**config.mk**
```make
export PLATFORM = sky130hd
export DESIGN_NAME = controlUnit
export DESIGN_NICKNAME = d
export VERILOG_FILES = /design/src/logic/controlPkg.sv /design/src/logic/controlEncoder.sv /design/src/logic/controlSequencer.sv /design/src/logic/controlUnit.sv /design/src/logic/instrDecoder.sv
export SDC_FILE = /design/constraint.sdc
export NUM_CORES = 1
export LEC_CHECK = 0
export BUFFER_PORTS_ARGS = -buffer_cell sky130_fd_sc_hd__buf_2
export CAP_MARGIN = 15
export CORE_ASPECT_RATIO = 0.7
export CORE_MARGIN = 2
export CORE_UTILIZATION = 50
export DETAILED_ROUTE_END_ITERATION = 16
export GPL_ROUTABILITY_DRIVEN = 0
export HOLD_SLACK_MARGIN = 0.06
export PLACE_DENSITY = 0.77
export SETUP_SLACK_MARGIN = 0.02
export SYNTH_ARGS = -nofsm -noshare
export SYNTH_HDL_FRONTEND = slang
export SYNTH_HIERARCHICAL = 1
export SYNTH_SLANG_ARGS = --single-unit
```
**constraint.sdc**
```tcl
create_clock -name clk -period 8 [get_ports clk]
set_clock_uncertainty 0.1 [all_clocks]
set_input_delay 0.4 -clock clk [delete_from_list [all_inputs] [get_ports clk]]
set_output_delay 0.4 -clock clk [all_outputs]
set_load 0.01 [all_outputs]
```
**src/logic/controlPkg.sv**
```systemverilog
package controlPkg;

	// primary opcodes
	typedef enum logic [5:0] {
		opRType = 6'h00,
		opJ     = 6'h02,
		opJal   = 6'h03,
		opBeq   = 6'h04,
		opBne   = 6'h05,
		opAddi  = 6'h08,
		opAddiu = 6'h09,
		opLw    = 6'h23,
		opSw    = 6'h2B
	} opcode_t;

	// R-type function codes
	typedef enum logic [5:0] {
		fnMult = 6'h18,
		fnDiv  = 6'h1A,
		fnAdd  = 6'h20,
		fnSub  = 6'h22,
		fnAnd  = 6'h24,
		fnSlt  = 6'h2A
	} funct_t;

	typedef struct packed {
		logic [5:0] opcode;
		logic [4:0] rs;
		logic [4:0] rt;
		logic [4:0] rd;
		logic [4:0] shamt;
		logic [5:0] funct;
	} rFields_t;

	typedef struct packed {
		logic [5:0]  opcode;
		logic [4:0]  rs;
		logic [4:0]  rt;
		logic [15:0] imm;
	} iFields_t;

	// same 32 bits, read as R or I format
	typedef union packed {
		rFields_t r;
		iFields_t i;
	} instrWord_t;

	// sub gets its own class so the ALU op can be chosen from the class alone
	typedef enum logic [3:0] {
		clsAluReg,
		clsAluRegChecked,
		clsSubRegChecked,
		clsAluImm,
		clsAluImmChecked,
		clsSetLess,
		clsBranchEq,
		clsBranchNe,
		clsLoadWord,
		clsStoreWord,
		clsJump,
		clsJumpLink,
		clsMultiply,
		clsDivide,
		clsUndefined
	} opClass_t;

	typedef enum logic [4:0] {
		stReset,
		stFetch,
		stMemWait,
		stIrLoad,
		stDecode,
		stAluExec,
		stOverflowCheck,
		stWriteBack,
		stAddrCalc,
		stMemRead,
		stMemReadWait,
		stLoadWrite,
		stMemWrite,
		stBranchCompare,
		stBranchTake,
		stJumpExec,
		stMultStart,
		stMultWait,
		stMultWrite,
		stDivStart,
		stDivWait,
		stDivWrite,
		stExcEntry,
		stExcWait,
		stExcVector
	} ctrlState_t;

	typedef enum logic [2:0] {
		aluPass,
		aluAdd,
		aluSub,
		aluAnd,
		aluCompare
	} aluOp_t;

	typedef enum logic [1:0] {addrPc, addrAluOut, addrVector} addrSrc_t;
	typedef enum logic [1:0] {srcAPc, srcARegA} aluSrcA_t;
	typedef enum logic [1:0] {srcBRegB, srcBFour, srcBSignExt, srcBBranchOffset} aluSrcB_t;
	typedef enum logic [1:0] {dstRt, dstRd, dstRa} regDst_t;
	typedef enum logic [1:0] {wbAluOut, wbMdr, wbPc, wbLessThan} wbSrc_t;
	typedef enum logic [1:0] {pcAluResult, pcAluOut, pcJumpTarget, pcVector} pcSrc_t;
	typedef enum logic {hiLoMult, hiLoDiv} hiLoSrc_t;
	typedef enum logic [1:0] {causeNone, causeUndefined, causeOverflow, causeDivZero} excCause_t;

	// flags coming back from the datapath
	typedef struct packed {
		logic overflow;
		logic equal;
		logic lessThan;
		logic multDone;
		logic divDone;
		logic divZero;
	} dpStatus_t;

	typedef struct packed {
		logic      clearRegs;
		logic      pcWrite;
		logic      irWrite;
		logic      memWrite;
		logic      regWrite;
		logic      loadAB;
		logic      aluOutWrite;
		logic      mdrWrite;
		logic      epcWrite;
		logic      hiLoWrite;
		logic      multStart;
		logic      divStart;
		addrSrc_t  addrSrc;
		aluSrcA_t  aluSrcA;
		aluSrcB_t  aluSrcB;
		aluOp_t    aluOp;
		regDst_t   regDst;
		wbSrc_t    wbSrc;
		pcSrc_t    pcSrc;
		hiLoSrc_t  hiLoSrc;
		excCause_t cause;
	} controlWord_t;

endpackage

```
**src/logic/controlEncoder.sv**
```systemverilog
`timescale 1ns/1ns

module controlEncoder (
	input  logic                     clk,
	input  logic                     reset,
	input  controlPkg::ctrlState_t   state,
	input  controlPkg::excCause_t    cause,
	input  controlPkg::opClass_t     opClass,
	output controlPkg::controlWord_t ctrl
);
	import controlPkg::*;

	controlWord_t nextCtrl;
	logic         immOp;

	function automatic aluOp_t execAluOp(opClass_t cls);
		case (cls)
			clsSubRegChecked:
				return aluSub;
			clsAluReg:
				return aluAnd;
			clsSetLess:
				return aluCompare;
			default:
				return aluAdd;
		endcase
	endfunction

	function automatic regDst_t destFor(opClass_t cls);
		case (cls)
			clsAluReg, clsAluRegChecked, clsSubRegChecked, clsSetLess:
				return dstRd;
			default:
				return dstRt;
		endcase
	endfunction

	assign immOp = (opClass == clsAluImm) || (opClass == clsAluImmChecked);

	always_comb begin
		nextCtrl = '0;
		case (state)
			stReset:
				nextCtrl.clearRegs = 1'b1;
			// pc <= pc + 4 while memory reads the instruction
			stFetch: begin
				nextCtrl.pcWrite = 1'b1;
				nextCtrl.addrSrc = addrPc;
				nextCtrl.aluSrcA = srcAPc;
				nextCtrl.aluSrcB = srcBFour;
				nextCtrl.aluOp = aluAdd;
				nextCtrl.pcSrc = pcAluResult;
			end
			stIrLoad:
				nextCtrl.irWrite = 1'b1;
			// branch target parked in aluOut
			stDecode: begin
				nextCtrl.loadAB = 1'b1;
				nextCtrl.aluOutWrite = 1'b1;
				nextCtrl.aluSrcA = srcAPc;
				nextCtrl.aluSrcB = srcBBranchOffset;
				nextCtrl.aluOp = aluAdd;
			end
			stAluExec, stOverflowCheck: begin
				nextCtrl.aluOutWrite = (state == stAluExec);
				nextCtrl.aluSrcA = srcARegA;
				nextCtrl.aluSrcB = immOp ? srcBSignExt : srcBRegB;
				nextCtrl.aluOp = execAluOp(opClass);
			end
			stWriteBack: begin
				nextCtrl.regWrite = 1'b1;
				nextCtrl.regDst = destFor(opClass);
				// slt keeps the compare running for the less-than flag
				if (opClass == clsSetLess) begin
					nextCtrl.wbSrc = wbLessThan;
					nextCtrl.aluSrcA = srcARegA;
					nextCtrl.aluSrcB = srcBRegB;
					nextCtrl.aluOp = aluCompare;
				end else begin
					nextCtrl.wbSrc = wbAluOut;
				end
			end
			stAddrCalc, stMemWrite: begin
				nextCtrl.aluOutWrite = (state == stAddrCalc);
				nextCtrl.memWrite = (state == stMemWrite);
				nextCtrl.addrSrc = (state == stMemWrite) ? addrAluOut : addrPc;
				nextCtrl.aluSrcA = srcARegA;
				nextCtrl.aluSrcB = srcBSignExt;
				nextCtrl.aluOp = aluAdd;
			end
			stMemRead:
				nextCtrl.addrSrc = addrAluOut;
			stMemReadWait: begin
				nextCtrl.addrSrc = addrAluOut;
				nextCtrl.mdrWrite = 1'b1;
			end
			stLoadWrite: begin
				nextCtrl.regWrite = 1'b1;
				nextCtrl.regDst = dstRt;
				nextCtrl.wbSrc = wbMdr;
			end
			stBranchCompare: begin
				nextCtrl.aluSrcA = srcARegA;
				nextCtrl.aluSrcB = srcBRegB;
				nextCtrl.aluOp = aluSub;
			end
			stBranchTake: begin
				nextCtrl.pcWrite = 1'b1;
				nextCtrl.pcSrc = pcAluOut;
			end
			// jal links the already incremented pc
			stJumpExec: begin
				nextCtrl.pcWrite = 1'b1;
				nextCtrl.pcSrc = pcJumpTarget;
				nextCtrl.regWrite = (opClass == clsJumpLink);
				nextCtrl.regDst = dstRa;
				nextCtrl.wbSrc = wbPc;
			end
			stMultStart:
				nextCtrl.multStart = 1'b1;
			stDivStart:
				nextCtrl.divStart = 1'b1;
			stMultWrite, stDivWrite: begin
				nextCtrl.hiLoWrite = 1'b1;
				nextCtrl.hiLoSrc = (state == stDivWrite) ? hiLoDiv : hiLoMult;
			end
			// epc gets pc - 4, the faulting instruction
			stExcEntry: begin
				nextCtrl.epcWrite = 1'b1;
				nextCtrl.cause = cause;
				nextCtrl.aluSrcA = srcAPc;
				nextCtrl.aluSrcB = srcBFour;
				nextCtrl.aluOp = aluSub;
			end
			stExcWait: begin
				nextCtrl.addrSrc = addrVector;
				nextCtrl.cause = cause;
			end
			stExcVector: begin
				nextCtrl.pcWrite = 1'b1;
				nextCtrl.pcSrc = pcVector;
				nextCtrl.addrSrc = addrVector;
				nextCtrl.cause = cause;
			end
			default:
				nextCtrl.aluOp = aluPass;
		endcase
	end

	always_ff @(posedge clk) begin
		if (reset) begin
			ctrl <= '0;
		end else begin
			ctrl <= nextCtrl;
		end
	end

endmodule

```
**src/logic/controlSequencer.sv**
```systemverilog
`timescale 1ns/1ns

module controlSequencer (
	input  logic                   clk,
	input  logic                   reset,
	input  controlPkg::opClass_t   opClass,
	input  controlPkg::dpStatus_t  status,
	output controlPkg::ctrlState_t state,
	output controlPkg::excCause_t  cause
);
	import controlPkg::*;

	ctrlState_t nextState;
	excCause_t  nextCause;
	logic       checkedOp;
	logic       branchTaken;

	// add, sub and addi trap on overflow
	assign checkedOp = (opClass == clsAluRegChecked) || (opClass == clsSubRegChecked) ||
		(opClass == clsAluImmChecked);

	assign branchTaken = (opClass == clsBranchEq) ? status.equal : !status.equal;

	always_comb begin
		nextState = state;
		nextCause = causeNone;
		case (state)
			stReset:
				nextState = stFetch;
			stFetch:
				nextState = stMemWait;
			stMemWait:
				nextState = stIrLoad;
			stIrLoad:
				nextState = stDecode;
			stDecode: begin
				case (opClass)
					clsAluReg, clsAluRegChecked, clsSubRegChecked,
					clsAluImm, clsAluImmChecked, clsSetLess:
						nextState = stAluExec;
					clsBranchEq, clsBranchNe:
						nextState = stBranchCompare;
					clsLoadWord, clsStoreWord:
						nextState = stAddrCalc;
					clsJump, clsJumpLink:
						nextState = stJumpExec;
					clsMultiply:
						nextState = stMultStart;
					clsDivide:
						nextState = stDivStart;
					default: begin
						nextState = stExcEntry;
						nextCause = causeUndefined;
					end
				endcase
			end
			stAluExec: begin
				if (checkedOp) begin
					nextState = stOverflowCheck;
				end else begin
					nextState = stWriteBack;
				end
			end
			stOverflowCheck: begin
				if (status.overflow) begin
					nextState = stExcEntry;
					nextCause = causeOverflow;
				end else begin
					nextState = stWriteBack;
				end
			end
			stWriteBack:
				nextState = stFetch;
			stAddrCalc: begin
				if (opClass == clsLoadWord) begin
					nextState = stMemRead;
				end else begin
					nextState = stMemWrite;
				end
			end
			stMemRead:
				nextState = stMemReadWait;
			stMemReadWait:
				nextState = stLoadWrite;
			stLoadWrite:
				nextState = stFetch;
			stMemWrite:
				nextState = stFetch;
			stBranchCompare: begin
				if (branchTaken) begin
					nextState = stBranchTake;
				end else begin
					nextState = stFetch;
				end
			end
			stBranchTake:
				nextState = stFetch;
			stJumpExec:
				nextState = stFetch;
			stMultStart:
				nextState = stMultWait;
			// hold here until the multiplier answers
			stMultWait: begin
				if (status.multDone) begin
					nextState = stMultWrite;
				end
			end
			stMultWrite:
				nextState = stFetch;
			stDivStart:
				nextState = stDivWait;
			// divide by zero wins over done
			stDivWait: begin
				if (status.divZero) begin
					nextState = stExcEntry;
					nextCause = causeDivZero;
				end else if (status.divDone) begin
					nextState = stDivWrite;
				end
			end
			stDivWrite:
				nextState = stFetch;
			stExcEntry:
				nextState = stExcWait;
			stExcWait:
				nextState = stExcVector;
			stExcVector:
				nextState = stFetch;
			default:
				nextState = stFetch;
		endcase
	end

	always_ff @(posedge clk) begin
		if (reset) begin
			state <= stReset;
			cause <= causeNone;
		end else begin
			state <= nextState;
			// cause only changes on the way into excEntry
			if (nextState == stExcEntry) begin
				cause <= nextCause;
			end
		end
	end

endmodule

```
**src/logic/controlUnit.sv**
```systemverilog
`timescale 1ns/1ns

module controlUnit (
	input  logic                     clk,
	input  logic                     reset,
	input  controlPkg::instrWord_t   instr,
	input  controlPkg::dpStatus_t    status,
	output controlPkg::controlWord_t ctrl
);
	import controlPkg::*;

	opClass_t   opClass;
	ctrlState_t state;
	excCause_t  cause;

	// decode, then sequence, then the registered control word
	instrDecoder instrDecoder_inst (
		.instr   (instr),
		.opClass (opClass)
	);

	controlSequencer controlSequencer_inst (
		.clk     (clk),
		.reset   (reset),
		.opClass (opClass),
		.status  (status),
		.state   (state),
		.cause   (cause)
	);

	controlEncoder controlEncoder_inst (
		.clk     (clk),
		.reset   (reset),
		.state   (state),
		.cause   (cause),
		.opClass (opClass),
		.ctrl    (ctrl)
	);

endmodule

```
**src/logic/instrDecoder.sv**
```systemverilog
`timescale 1ns/1ns

module instrDecoder (
	input  controlPkg::instrWord_t instr,
	output controlPkg::opClass_t   opClass
);
	import controlPkg::*;

	opClass_t rClass;

	// R-type classes come from the function field only
	always_comb begin
		case (instr.r.funct)
			fnAdd:
				rClass = clsAluRegChecked;
			fnSub:
				rClass = clsSubRegChecked;
			fnAnd:
				rClass = clsAluReg;
			fnSlt:
				rClass = clsSetLess;
			fnMult:
				rClass = clsMultiply;
			fnDiv:
				rClass = clsDivide;
			default:
				rClass = clsUndefined;
		endcase
	end

	always_comb begin
		case (instr.i.opcode)
			opRType:
				opClass = rClass;
			opAddi:
				opClass = clsAluImmChecked;
			opAddiu:
				opClass = clsAluImm;
			opBeq:
				opClass = clsBranchEq;
			opBne:
				opClass = clsBranchNe;
			opLw:
				opClass = clsLoadWord;
			opSw:
				opClass = clsStoreWord;
			opJ:
				opClass = clsJump;
			opJal:
				opClass = clsJumpLink;
			// anything else traps as undefined
			default:
				opClass = clsUndefined;
		endcase
	end

endmodule

```
==> metrics.txt <==
Reg clk slew, reported paths=80 ps; Startpoint Class=input pin; register area share after synthesis=0.294; Port Buffers=47; pin count of the biggest net entering global routing=51; first-pass GRT wire length=9390 microns; Period minus WS final=3030 ps; hold depth=3; area occupied by multi-input gates=1510 sq um; post-synthesis register bit count=36; critical-path cell list=buf_2 -> nor2b_4 -> nor3b_2 -> o21bai_1 -> a32oi_1 -> and4bb_1 -> xor2_1 -> a211oi_1 -> o211ai_1 -> a311oi_1; Pwr per Cell Area=228 nW/um^2; critical path's top delay family=compound AO/OA/AOI/OAI gates; Hold Violations, Final=0; vias in the first global route=~2000; die footprint=between 5000 and 6000 sq um; IO Count=70; max-slew violations=0; cts repair resizes=0; # rows=21; number of cells on the critical path=10; clock sink total=36; Data arrival, critical path=3090 ps; slowest stage delay, CP=about 880 ps; setup TNS=0 ps; Clock Latency Late Sink=about 290 ps; number of antenna diodes=0; Total Power=0.000630 W; status=completed; total iterations of the first detailed-routing run=5; Post-synth top flop=dfxtp_1; final setup vio count=0; Syn Inst Count=294; fmax=roughly 330 MHz; grt ovf=0; Leak Pwr=1.11 nW; via count=2344; CTS tree=done; Starting DRT DRC Count=310; root buffer cell=clkbuf_8; Req. time, crit path=8060 ps; RSZ-0062 raised after global routing=no; design area=between 2000 and 3000 sq um; H-tree levels=2; Post-synth EDFFs=0; die width=87.8 microns; number of max-cap violations=0; post-route worst setup slack=~5000 ps; final core utilization=0.580; Worst slew margin=0.217; Yosys warning total=6; fin nets=roughly 370; leading cell type in the layout, fill and taps excluded=buf_2; initial antenna violation count=0; pre-CTS setup slack=4810 ps; crit-path max FO=16; critical path capture point type=register; met1 Usage GRT=0.319; Wirelength per Cell=14.5 microns; Slew @ Worst Pin=1170 ps; Worst Reg-to-Reg Cells=6; Avg Inst Size Synth=8.35 sq um; DP HPWL=3700 microns; most frequent cells in the layout=buf_2, dfxtp_1, nor2_1; Core Area=approximately 4800 sq um; worst hold path class=input pin to register; Slowest-stage cell, CP=a32oi_1; register area=around 700 sq um; Via density=just under 6; synthesis-to-layout area growth=12.3%; DRC viols=0; Global Route Usage Sum=0.214; fillers=around 440; CP Class=input pin to register; worst vdd ir=~0.13 mV; syn nets=334; Netlist cell types=77; share of layout cells above drive strength 1=0.251; Post-DRT Antenna Nets=0; met2 usage=0.297; mapped cell area=2450 sq um; hold_buf cts=0; DRT Wirelength=between 5000 and 6000 microns; global routing's busiest layer=met1; DIE HEIGHT=approximately 63 microns; Initial Util=0.516; M3 GR Usage=0.0594; total CTS buffers=5; clk buf depth=2; WP buf/inv=1; ys async rst share=0; DP Area=2650 sq um; Final Cycle Share=0.378; postcts setup bufs=0
## path summary, 6_finish.rpt
check	start	endpoint	slack, ps
worst max-delay path	instr[5]	controlSequencer_inst/cause[0]$_SDFFE_PP0N_	4970
worst min-delay path	status[5]	controlSequencer_inst/cause[0]$_SDFFE_PP0N_	360
worst max register to register	controlSequencer_inst/state[2]$_SDFF_PP0_	controlSequencer_inst/cause[1]$_SDFFE_PP0N_	5770
worst min register to register	controlSequencer_inst/cause[0]$_SDFFE_PP0N_	controlEncoder_inst/ctrl[0]$_SDFF_PP0_	390
## cell usage after synthesis (8+ instances only)
cell type / number / share of area
dfxtp_1: 36 / 0.29
nor2_1: 21 / 0.032
a21oi_1: 15 / 0.031
nand2b_1: 13 / 0.033
buf_2: 12 / 0.024
nand2_1: 12 / 0.018
nor3b_1: 12 / 0.037
o21ai_0: 11 / 0.022
inv_1: 10 / 0.015
nor3_1: 9 / 0.018
nor4_1: 8 / 0.020
## per-layer routing
layer,vias to the layer above,part of all wire
li1,1157,-
met1,1057,0.48
met2,117,0.41
met3,13,0.095
met4,0,0.016
met5,-,0
## logic make-up after synthesis
logic type,count (synthesis),synth area share
AND/OR/NAND/NOR,133,0.362
AO/OA/AOI/OAI,76,0.221
buffers and inverters,41,0.0963
flip-flops,36,0.294
XOR/XNOR,5,0.0178
multiplexers,2,0.00816
other,1,0.00153
## worst reg2reg max path, cell delays in order (launching register included)
cell and delay [ps]:
dfxtp_1 310, buf_4 390, or4b_4 540, a311oi_1 350, nor4_1 130, a31oi_1 210
a311oi_1 60
## through the flow
stage / cells / hold WS [ps]
CTS: 396 / 354
global placement: 388 / 367
floorplan: 294 / 347
finish: 396 / 362
global route: 396 / 358
detailed placement: 388 / 371
## registers in the layout, summed over array words and instances, names as in the netlist
name	count
controlEncoder_inst/ctrl	29
controlSequencer_inst/state	5
controlSequencer_inst/cause	2
## cell type report
cell class,instances,share of cell area
Clock inverter,3,0.0154
Tap cell,69,0.0313
Inverter,12,0.0163
Multi-Input combinational cell,217,0.546
Timing Repair Buffer,54,0.104
Clock buffer,5,0.0250
Sequential cell,36,0.261
## power by group
| group | switching (W) | leakage, nW | total (W) | internal (W) |
|---|---|---|---|---|
| clock | 0.0000695 | 0.0541 | 0.000162 | 0.0000922 |
| sequential | 0.00000715 | 0.291 | 0.000200 | 0.000193 |
| combinational | 0.000171 | 0.769 | 0.000268 | 0.0000968 |
Note: power is estimated with default switching activity, not from simulation.
